===== config.mk =====
export PLATFORM = sky130hd
export DESIGN_NAME = mac16_top
export DESIGN_NICKNAME = d
export VERILOG_FILES = /design/src/logic/mac_pkg.sv /design/src/logic/cs_bus_if.sv /design/src/logic/pp_bus_if.sv /design/src/logic/compressor_4to2.sv /design/src/logic/mac16_top.sv /design/src/logic/mac_accumulate.sv /design/src/logic/pp_gen.sv /design/src/logic/wallace_tree.sv
export SDC_FILE = /design/constraint.sdc
export NUM_CORES = 1
export LEC_CHECK = 0
export ABC_AREA = 1
export ABC_CLOCK_PERIOD_IN_PS = 5600
export BUFFER_PORTS_ARGS = -buffer_cell sky130_fd_sc_hd__buf_2
export CAP_MARGIN = 20
export CORE_MARGIN = 3
export CORE_UTILIZATION = 55
export DETAILED_ROUTE_END_ITERATION = 8
export GPL_ROUTABILITY_DRIVEN = 0
export PLACE_DENSITY_LB_ADDON = 0.08
export SKIP_CTS_REPAIR_TIMING = 1
export SYNTH_ARGS = -nofsm -noshare
export SYNTH_HDL_FRONTEND = slang
export SYNTH_SLANG_ARGS = --single-unit

===== constraint.sdc =====
create_clock -name clk -period 5.6 [get_ports clk]
set_input_delay 0.28 -clock clk [delete_from_list [all_inputs] [get_ports clk]]
set_output_delay 0.28 -clock clk [all_outputs]
set_load 0.01 [all_outputs]

===== src/logic/mac_pkg.sv =====
// Shared widths and vector types for the 16x16 MAC
// The tree layout below assumes 16 rows reduced in four levels of 4:2 compressors
package mac_pkg;

  localparam int OP_W   = 16;
  localparam int ACC_W  = 32;
  localparam int N_ROWS = OP_W;

  typedef logic [OP_W-1:0]  op_t;
  typedef logic [ACC_W-1:0] row_t;
  typedef logic [ACC_W-1:0] acc_t;

  // ************************************************************
  // Wallace tree node map
  // ************************************************************
  // Level lv runs TREE_LEVELS-lv groups of four vectors into two each.
  // Inputs of level lv start at tree_base(lv), outputs at tree_base(lv+1).
  //   0..15  rows          16..23 level 1 out
  //   24     corr          25..26 feedback pair, 27 zero
  //   28..33 level 2 out   34..35 zero
  //   36..39 level 3 out   40..41 final pair
  localparam int TREE_LEVELS = 4;
  localparam int TREE_NODES  = 42;

  function automatic int tree_base(int lv);
    return 4 * TREE_LEVELS * lv - 2 * lv * (lv - 1);
  endfunction

endpackage


===== src/logic/cs_bus_if.sv =====
// Registered carry-save pair from the tree to the final adder
// carry is already aligned to its weight, so the value is sum + carry
`timescale 1ns/100ps

interface cs_bus_if import mac_pkg::*; ();

  acc_t sum;
  acc_t carry;
  logic valid;
  logic acc_en;

  modport source (output sum, output carry, output valid, output acc_en);
  modport sink (input sum, input carry, input valid, input acc_en);

endinterface


===== src/logic/pp_bus_if.sv =====
// Partial-product rows from pp_gen to the Wallace tree
// Rows and corr are only meaningful while valid is high
`timescale 1ns/100ps

interface pp_bus_if import mac_pkg::*; ();

  row_t rows [N_ROWS];
  // Sign correction constant plus the two's-complement increment
  row_t corr;
  logic valid;
  logic acc_en;

  modport source (
    output rows,
    output corr,
    output valid,
    output acc_en
  );

  modport sink (
    input rows,
    input corr,
    input valid,
    input acc_en
  );

endinterface


===== src/logic/compressor_4to2.sv =====
// One bit of a 4:2 compressor made of two full adders
// cout does not depend on cin, so a row of these never ripples
`timescale 1ns/100ps

module compressor_4to2 (
  input  logic w,
  input  logic x,
  input  logic y,
  input  logic z,
  input  logic cin,
  output logic s,
  output logic c,
  output logic cout
);

  logic s1;

  // First adder on w, x, y
  assign s1   = w ^ x ^ y;
  assign cout = (w & x) | (w & y) | (x & y);

  // Second adder folds in z and the neighbour's cout
  assign s = s1 ^ z ^ cin;
  assign c = (s1 & z) | (s1 & cin) | (z & cin);

endmodule


===== src/logic/mac16_top.sv =====
// Pipelined 16x16 multiply-accumulate, latency 2, one op per cycle
// No back-pressure; out_valid pulses once per accepted in_valid
// md_signed and mr_signed select two's complement per operand
`timescale 1ns/100ps

module mac16_top import mac_pkg::*; (
  input  logic clk,
  input  logic rst_n,
  input  logic in_valid,
  input  logic md_signed,
  input  logic mr_signed,
  input  logic acc_en,
  input  op_t  md,
  input  op_t  mr,
  output acc_t result,
  output logic out_valid
);

  pp_bus_if pp_bus ();
  cs_bus_if cs_bus ();

  acc_t fwd_sum;
  acc_t fwd_carry;

  pp_gen u_pp_gen (
    .clk       (clk),
    .rst_n     (rst_n),
    .in_valid  (in_valid),
    .md_signed (md_signed),
    .mr_signed (mr_signed),
    .acc_en    (acc_en),
    .md        (md),
    .mr        (mr),
    .pp        (pp_bus.source)
  );

  wallace_tree u_tree (
    .clk           (clk),
    .rst_n         (rst_n),
    .pp            (pp_bus.sink),
    .cs            (cs_bus.source),
    .acc           (result),
    .acc_fwd_sum   (fwd_sum),
    .acc_fwd_carry (fwd_carry)
  );

  mac_accumulate u_acc (
    .clk       (clk),
    .rst_n     (rst_n),
    .cs        (cs_bus.sink),
    .result    (result),
    .out_valid (out_valid),
    .fwd_sum   (fwd_sum),
    .fwd_carry (fwd_carry)
  );

endmodule


===== src/logic/mac_accumulate.sv =====
// Final carry-propagate add and accumulator register
// The accumulate term is already inside the pair, so this is a plain add
// Result holds between operations and reads zero after reset
`timescale 1ns/100ps

module mac_accumulate import mac_pkg::*; (
  input  logic clk,
  input  logic rst_n,
  cs_bus_if.sink cs,
  output acc_t result,
  output logic out_valid,
  output acc_t fwd_sum,
  output acc_t fwd_carry
);

  acc_t total;

  assign total = cs.sum + cs.carry;

  always_ff @(posedge clk) begin
    if (!rst_n) begin
      result    <= '0;
      out_valid <= 1'b0;
    end else begin
      out_valid <= cs.valid;
      if (cs.valid) begin
        result <= total;
      end
    end
  end

  // Pending pair for an op one cycle behind that accumulates onto it
  assign fwd_sum   = cs.sum;
  assign fwd_carry = cs.carry;

  a_result_known: assert property (
    @(posedge clk) disable iff (!rst_n) out_valid |-> !$isunknown(result)
  );

endmodule


===== src/logic/pp_gen.sv =====
// Operand register and partial-product generation
// Operands are taken only on in_valid; rows follow the registered values
// Signed md flips each row's top bit, signed mr inverts the top row
`timescale 1ns/100ps

module pp_gen import mac_pkg::*; (
  input  logic clk,
  input  logic rst_n,
  input  logic in_valid,
  input  logic md_signed,
  input  logic mr_signed,
  input  logic acc_en,
  input  op_t  md,
  input  op_t  mr,
  pp_bus_if.source pp
);

  logic valid_q;
  logic md_signed_q;
  logic mr_signed_q;
  logic acc_en_q;
  op_t  md_q;
  op_t  mr_q;

  always_ff @(posedge clk) begin
    if (!rst_n) begin
      valid_q <= 1'b0;
    end else begin
      valid_q <= in_valid;
    end
  end

  always_ff @(posedge clk) begin
    if (in_valid) begin
      md_q        <= md;
      mr_q        <= mr;
      md_signed_q <= md_signed;
      mr_signed_q <= mr_signed;
      acc_en_q    <= acc_en;
    end
  end

  // ************************************************************
  // Row formation
  // ************************************************************
  always_comb begin : rows_comb
    op_t  part;
    row_t row;
    for (int i = 0; i < N_ROWS; i++) begin
      part = md_q & {OP_W{mr_q[i]}};
      part[OP_W-1] = part[OP_W-1] ^ md_signed_q;
      row = {{(ACC_W-OP_W){1'b0}}, part} << i;
      // Negative weight of mr's sign bit, the +1 lives in corr
      if (i == N_ROWS - 1 && mr_signed_q) begin
        row = ~row;
      end
      pp.rows[i] = row;
    end
  end

  // Sum of the flipped-bit offsets, adjusted when the top row is negated
  always_comb begin
    case ({md_signed_q, mr_signed_q})
      2'b10:   pp.corr = 32'h8000_8000;
      2'b11:   pp.corr = 32'h0000_8001;
      2'b01:   pp.corr = 32'h0000_0001;
      default: pp.corr = '0;
    endcase
  end

  assign pp.valid  = valid_q;
  assign pp.acc_en = acc_en_q;

  a_valid_known: assert property (
    @(posedge clk) disable iff (!rst_n) !$isunknown(valid_q)
  );

endmodule


===== src/logic/wallace_tree.sv =====
// Four-level 4:2 compressor tree over the rows, corr and accumulator feedback
// Result is a registered carry-save pair mod 2^32
// When accumulating behind a pending op, that op's pair is used instead of acc
`timescale 1ns/100ps

module wallace_tree import mac_pkg::*; (
  input  logic clk,
  input  logic rst_n,
  pp_bus_if.sink   pp,
  cs_bus_if.source cs,
  input  acc_t acc,
  input  acc_t acc_fwd_sum,
  input  acc_t acc_fwd_carry
);

  wire acc_t node [TREE_NODES];

  acc_t fb_sum;
  acc_t fb_carry;
  logic valid_q;
  logic acc_en_q;
  acc_t sum_q;
  acc_t carry_q;
  acc_t tree_in_total;

  // ************************************************************
  // Tree inputs
  // ************************************************************
  for (genvar r = 0; r < N_ROWS; r++) begin : g_rows
    assign node[r] = pp.rows[r];
  end

  // Previous result in issue order is still in carry-save form while pending
  always_comb begin
    fb_sum   = '0;
    fb_carry = '0;
    if (pp.acc_en) begin
      if (valid_q) begin
        fb_sum   = acc_fwd_sum;
        fb_carry = acc_fwd_carry;
      end else begin
        fb_sum = acc;
      end
    end
  end

  assign node[24] = pp.corr;
  assign node[25] = fb_sum;
  assign node[26] = fb_carry;

  // Unused group slots
  assign node[27] = '0;
  assign node[34] = '0;
  assign node[35] = '0;

  // ************************************************************
  // Compressor levels
  // ************************************************************
  for (genvar lv = 0; lv < TREE_LEVELS; lv++) begin : g_level
    for (genvar g = 0; g < TREE_LEVELS - lv; g++) begin : g_group
      acc_t s_vec;
      acc_t c_vec;
      acc_t co_vec;
      acc_t ci_vec;

      // The sideways carry out of bit 31 drops off mod 2^32
      assign ci_vec = {co_vec[ACC_W-2:0], 1'b0};

      for (genvar b = 0; b < ACC_W; b++) begin : g_bit
        compressor_4to2 u_cmp (
          .w    (node[tree_base(lv) + 4*g][b]),
          .x    (node[tree_base(lv) + 4*g + 1][b]),
          .y    (node[tree_base(lv) + 4*g + 2][b]),
          .z    (node[tree_base(lv) + 4*g + 3][b]),
          .cin  (ci_vec[b]),
          .s    (s_vec[b]),
          .c    (c_vec[b]),
          .cout (co_vec[b])
        );
      end

      assign node[tree_base(lv+1) + 2*g]     = s_vec;
      assign node[tree_base(lv+1) + 2*g + 1] = {c_vec[ACC_W-2:0], 1'b0};
    end
  end

  // ************************************************************
  // Carry-save register
  // ************************************************************
  always_ff @(posedge clk) begin
    if (!rst_n) begin
      valid_q <= 1'b0;
    end else begin
      valid_q <= pp.valid;
    end
  end

  always_ff @(posedge clk) begin
    if (pp.valid) begin
      sum_q    <= node[TREE_NODES-2];
      carry_q  <= node[TREE_NODES-1];
      acc_en_q <= pp.acc_en;
    end
  end

  assign cs.sum    = sum_q;
  assign cs.carry  = carry_q;
  assign cs.valid  = valid_q;
  assign cs.acc_en = acc_en_q;

  // Plain sum of everything that enters the tree
  always_comb begin
    tree_in_total = pp.corr + fb_sum + fb_carry;
    for (int r = 0; r < N_ROWS; r++) begin
      tree_in_total = tree_in_total + pp.rows[r];
    end
  end

  a_cs_follows_pp: assert property (
    @(posedge clk) disable iff (!rst_n)
    pp.valid |=> (cs.valid && (cs.sum + cs.carry == $past(tree_in_total)))
  );

endmodule


* Word-level counts from Yosys, hierarchy flattened
Cells that the tools add are included.
Storage, ports and cells: logic and storage cells 2422, output and inout bits 33, register bits after elaboration 132
Operators by class: $add $sub $neg 1, multiplexer cells 6, bitwise logic cells 2401, equality and inequality tests 3
Operator list (number):
- $and A1 B1 Y1 | 1031
- $xor A1 B1 Y1 | 761
- $or A1 B1 Y1 | 592
- $and A16 B16 Y16 | 16
- $mux W32 | 5
- $pmux W32 S3 | 1
- $add A32 B32 Y32 | 1
- $not A31 Y32 | 1
- $eq A2 B2 Y1 const B | 2
- $eq A2 B1 Y1 const B | 1

* Logic depth before layout (Yosys ltp)
word-level depth 26, gate-level depth with buffers 19, depth with buffers taken out 17

* By module
A second synthesis with hierarchy kept.
Unflattened totals: cells, all modules 5136, area total of the unflattened synthesis 35038.6 µm²
Modules (own cells, without submodules):
- compressor_4to2 | cells each 10, times used 320, sequential area each 0.0 µm², area each 70.1 µm²
- pp_gen | cells each 912, times used 1, sequential area each 1071.0 µm², area each 5710.5 µm²
- mac_accumulate | cells each 716, times used 1, sequential area each 660.6 µm², area each 4023.9 µm²
- wallace_tree | cells each 308, times used 1, sequential area each 1941.9 µm², area each 2882.8 µm²

* Least setup slack after synthesis
No wires, ideal clock.
kind register to register, start point reg u_pp_gen.md_q[15], end point reg u_tree.sum_q[15] (netlist: u_tree.cs.sum[15]), data pin, buffers on the path 2, library setup time 0.269 ns, cell stages (with the launch flop) 16, slack 0.136 ns, data arrival time 5.194 ns, cells stage by stage edfxtp_1 clkbuf_2 clkbuf_1 nand2_1 xor2_1 fa_1 fa_1 fa_1 fa_1 fa_1 inv_1 fa_1 inv_1 fa_1 inv_1 fa_1
Between the ends: word-level cells in the longest chain between the ends 18
RTL lines:
- start: declaration | line pp_gen.sv:22 | op_t md_q;
- start signal: assignment | line pp_gen.sv:35 | md_q <= md;
- $and A16 B16 Y16 | line pp_gen.sv:50 | part = md_q & {OP_W{mr_q[i]}};
- $xor A1 B1 Y1 | line pp_gen.sv:51 | part[OP_W-1] = part[OP_W-1] ^ md_signed_q;
- $xor A1 B1 Y1 (2 in series) | line compressor_4to2.sv:19 | assign s1 = w ^ x ^ y;
- $xor A1 B1 Y1 (2 in series) | line compressor_4to2.sv:23 | assign s = s1 ^ z ^ cin;
- $xor A1 B1 Y1 (2 in series) | line compressor_4to2.sv:19
- $xor A1 B1 Y1 (2 in series) | line compressor_4to2.sv:23
- $xor A1 B1 Y1 (2 in series) | line compressor_4to2.sv:19
- $xor A1 B1 Y1 (2 in series) | line compressor_4to2.sv:23
- $xor A1 B1 Y1 (2 in series) | line compressor_4to2.sv:19
- $xor A1 B1 Y1 (2 in series) | line compressor_4to2.sv:23
- named net u_tree.g_level[3].g_group[0].g_bit[15].u_cmp.s | line compressor_4to2.sv:11 | output logic s,
- end signal: assignment | line wallace_tree.sv:100 | sum_q <= node[TREE_NODES-2];
- end: declaration | line wallace_tree.sv:22 | acc_t sum_q;
The timed path passes the listed nets, and every way through them passes these cells. A chain may end at the register's enable or synchronous reset.

* Worst setup path in the final report
start point reg u_pp_gen.md_q[12], end point reg u_tree.sum_q[13] (netlist: u_tree.cs.sum[13]), data pin
Between the ends: word-level cells in the longest chain between the ends 18
RTL lines (line):
- $and A16 B16 Y16 | pp_gen.sv:50
- $xor A1 B1 Y1 (2 in series) | compressor_4to2.sv:19
- $and A1 B1 Y1 / $xor A1 B1 Y1 (equally long branches) | compressor_4to2.sv:24, compressor_4to2.sv:23
- $or A1 B1 Y1 / $xor A1 B1 Y1 (equally long branches) | compressor_4to2.sv:24, compressor_4to2.sv:23
- $or A1 B1 Y1 / $xor A1 B1 Y1 (equally long branches) | compressor_4to2.sv:24, compressor_4to2.sv:19
- $xor A1 B1 Y1 | compressor_4to2.sv:19
- $xor A1 B1 Y1, or another cell as far along | compressor_4to2.sv:19
- $xor A1 B1 Y1 / $or A1 B1 Y1 (equally long branches) | compressor_4to2.sv:23, compressor_4to2.sv:24
- $xor A1 B1 Y1, or another cell as far along | compressor_4to2.sv:23
- $xor A1 B1 Y1 | compressor_4to2.sv:19
- $xor A1 B1 Y1 / $and A1 B1 Y1 (equally long branches) | compressor_4to2.sv:19, compressor_4to2.sv:24
- $xor A1 B1 Y1 / $or A1 B1 Y1 (equally long branches) (2 in series) | compressor_4to2.sv:23, compressor_4to2.sv:24
- $xor A1 B1 Y1 (2 in series) | compressor_4to2.sv:19
- $xor A1 B1 Y1 | compressor_4to2.sv:23
- $xor A1 B1 Y1 * | compressor_4to2.sv:23
- named net u_tree.g_level[3].g_group[0].g_bit[13].u_cmp.s | compressor_4to2.sv:11
The timed path passes the listed nets; every way through them passes the cells marked *.

==> results.py <==
metrics = {
    "clock_tree": {
        "clk_pin_slew_worst_paths_ps": 70,
        "clk_latency_ps": 460,
        "cts_tree": "done",
        "ctsHtreeMaxLevel": 4,
        "root_buffer": "clkbuf_16",
        "cts_buffers": 17,
        "cts.sinks": 132,
        "cts_buffer_depth": 2,
    },
    "sta": {
        "fin_setup_tns_ps": 0,
        "timing.final.crit_share": 0.981,
        "hold_slack_ps": -0.237,
        "period_minus_slack_ps": 5490,
        "finalSetupViolations": 0,
        "fin_skew_ps": 13.7,
        "worstMarginPinSlew_ps": 897,
        "fmax_ghz": 0.182,
        "hold_viol_final": 1,
        "max_slew_margin": 0.402,
        "rsz0062_at_grt": "yes",
        "slew_violations": 0,
    },
    "drt": {
        "vias_per_cell": 4.98,
        "wl_per_cell_um": 15.7,
        "vias": 12800,
        "drcViolationCount": 0,
        "ant_nets": 0,
        "wl_met1_mm": 18.8,
        "wl_mm": 40.3,
        "top_layer": "met4",
        "wl_met3_mm": 1.99,
        "drtIter0Drc": 823,
        "dr_wl_met2_mm": 18.3,
        "drt_pass1_iterations": 5,
    },
    "synth": {
        "synth_common_cells": "inv_1 (560), nand2_1 (520), fa_1 (266)",
        "synth_top_area_frac": 0.304,
        "synth-async-reset-ratio": 0,
        "netlist_instances": 2059,
        "synth-main-ff-cell": "edfxtp_1",
        "netlist_area_um2": 17500,
        "synth_most_common_cell": "inv_1",
        "yosysWarnings": 0,
        "synth_edf_count": 97,
        "syn_nets": 2561,
        "synth.avg_cell_area_um2": 8.51,
        "seq_area_frac_synth": 0.206,
        "synth.top_cells.by_area": "fa_1 (30%), edfxtp_1 (17%), ha_1 (14%)",
        "synth_area_leader_cell": "fa_1",
        "synth_cell_types": 37,
        "ys_seq_elements": 132,
    },
    "grt": {
        "grt_pass1_vias": 13200,
        "antenna_found_initial": 0,
        "grt_max_degree": 42,
        "grt_pass1_wl_mm": 66.6,
        "grt-ovfl-total": 0,
        "groute.usage.overall": 0.250,
    },
    "floorplanning": {
        "io_pins": 71,
        "die_w_um": 184,
        "core_um2": 31000,
        "die_area_um2": 34000,
        "initial_core_util": 0.565,
        "row_count": 64,
        "die_y_um": 184,
    },
    "cells_and_area": {
        "layout-area-overhead-vs-synth_pct": 11.3,
        "drive_gt1_frac": 0.0881,
        "antenna_cells": 0,
        "nNetsFinal": 2656,
        "num-fill-cells": 2682,
    },
    "power_and_ir_drop": {
        "peakVddDrop_uv": 388,
        "p_leak_nw": 11.2,
        "swShare": 0.495,
        "powerDensity_nw_per_um2": 646,
        "combPwrFrac": 0.731,
        "internal_power_mw": 6.36,
        "power_frac_seq": 0.171,
        "power.switching_mw": 6.23,
        "clkPwrFrac": 0.099,
        "fin_total_pwr_mw": 12.6,
    },
    "critical_path": {
        "critPathLaunchType": "flop",
        "cp.arrival_ps": 5700,
        "r2r-start": "u_pp_gen.md_q[12]",
        "ff2ff_path_depth": 13,
        "worstPathRequired_ps": 5800,
        "end_kind": "flop",
        "r2r_end": "u_tree.cs.sum[13]",
        "path_class": "flop to flop",
        "cp_max_fo": 8,
        "r2r_slack_ps": 110,
    },
    "min_path": {
        "min_path_type": "primary input to flop",
        "hold_path_end": "u_pp_gen.mr_q[4]",
        "worstHoldPathCells": 1,
        "min_from": "mr[4]",
    },
    "placed_design": {
        "hpwl_mm": 32.6,
        "io_buffers": 70,
    },
    "run": {
        "drv_cap": 0,
    },
    "outcome": {
        "violations": "hold timing",
        "status": "finished with violations",
    },
}
-- cells by family after synthesis --
group           synth area share
compound gates            0.0261
xor+xnor                  0.0255
fa+ha+maj                  0.445
buf+inv                    0.141
flops                      0.206
mux                      0.00114
simple gates               0.155
-- critical path, cell delays in order, from the launching register on --
cell and delay, ps:
edfxtp_1 620, buf_4 200, nand2_1 60, fa_1 510
fa_1 520, fa_1 540, inv_1 50, fa_1 540
fa_1 550, inv_1 50, fa_1 510, fa_1 560
inv_1 60, fa_1 470
-- registers in the layout (all words and copies together), names as in the netlist --
signal	count
u_acc.result	32
u_tree.cs.sum	32
u_tree.cs.carry	30
u_pp_gen.md_q	16
u_pp_gen.mr_q	16
u_acc.out_valid	1
u_pp_gen.md_signed_q	1
u_pp_gen.mr_signed_q	1
u_pp_gen.pp.acc_en	1
u_pp_gen.pp.valid	1
u_tree.cs.valid	1
-- per-stage QoR --
| step | hold slack (ps) | util | worst slack (ps) | cell area [µm²] | instances |
|---|---|---|---|---|---|
| 2_1_floorplan | 378 | - | 136 | 17500 | 2059 |
| 3_3_place_gp | 456 | 0.590 | 124 | 18300 | 2472 |
| 3_5_place_dp | 458 | 0.590 | -24.5 | 18300 | 2472 |
| 4_1_cts | -33.0 | 0.610 | -10.9 | 18900 | 2504 |
| 5_1_grt | -7.85 | 0.629 | -38.2 | 19500 | 2563 |
| 6_report | -0.237 | 0.629 | 106 | 19500 | 2563 |
-- cells in the final DEF (no fill, tap or decap), types with 4 or more instances in the layout --
cell	count
inv_1	560
nand2_1	520
fa_1	266
ha_1	198
edfxtp_1	97
buf_2	71
nor2_1	59
buf_4	57
nand3_1	53
a21oi_1	51
xor2_1	39
dfxtp_1	34
dlygate4sd3_1	30
clkbuf_16	17
o21ai_0	13
xnor2_1	12
o22ai_1	11
nand4_1	10
nand2_2	9
nor3_1	7
buf_12	7
nor2_2	5
clkinv_2	4
nand3_2	4
bufinv_16	4
-- power groups by stage --
stage | combinational [mW] | sequential, mW | clock (mW)
3_3_place_gp | 8.78 | 2.19 | 0
4_1_cts | 9.27 | 2.18 | 1.27
5_1_grt | 11.1 | 2.18 | 1.30
6_report | 9.20 | 2.15 | 1.24
3_5_place_dp | 9.26 | 2.20 | 0
2_1_floorplan | 7.05 | 2.09 | 0
-- worst max-delay path by stage --
stage                   endpoint               from
2_1_floorplan  u_tree.cs.sum[15]  u_pp_gen.md_q[15]
3_3_place_gp   u_tree.cs.sum[20]   u_pp_gen.mr_q[9]
3_5_place_dp   u_tree.cs.sum[10]   u_pp_gen.md_q[9]
4_1_cts        u_tree.cs.sum[10]   u_pp_gen.md_q[9]
5_1_grt        u_tree.cs.sum[18]  u_pp_gen.md_q[12]
6_report       u_tree.cs.sum[13]  u_pp_gen.md_q[12]
-- final cells by class --
| type | count | area, µm² | share of cell area |
|---|---|---|---|
| Sequential cell | 132 | 3610 | 0.185 |
| Timing Repair Buffer | 165 | 1220 | 0.0628 |
| Multi-Input combinational cell | 1274 | 11400 | 0.586 |
| Inverter | 564 | 2120 | 0.109 |
| Clock inverter | 14 | 185 | 0.00950 |
| Clock buffer | 18 | 429 | 0.0220 |
| Tap cell | 396 | 495 | 0.0254 |
-- metal layers --
metal  track usage  vias to the layer above
met5             0                        -
li1              -                     6225
met4        0.0865                        0
met2         0.399                      411
met3        0.0369                       89
met1         0.353                     6048
(Power assumes the default switching activity.)
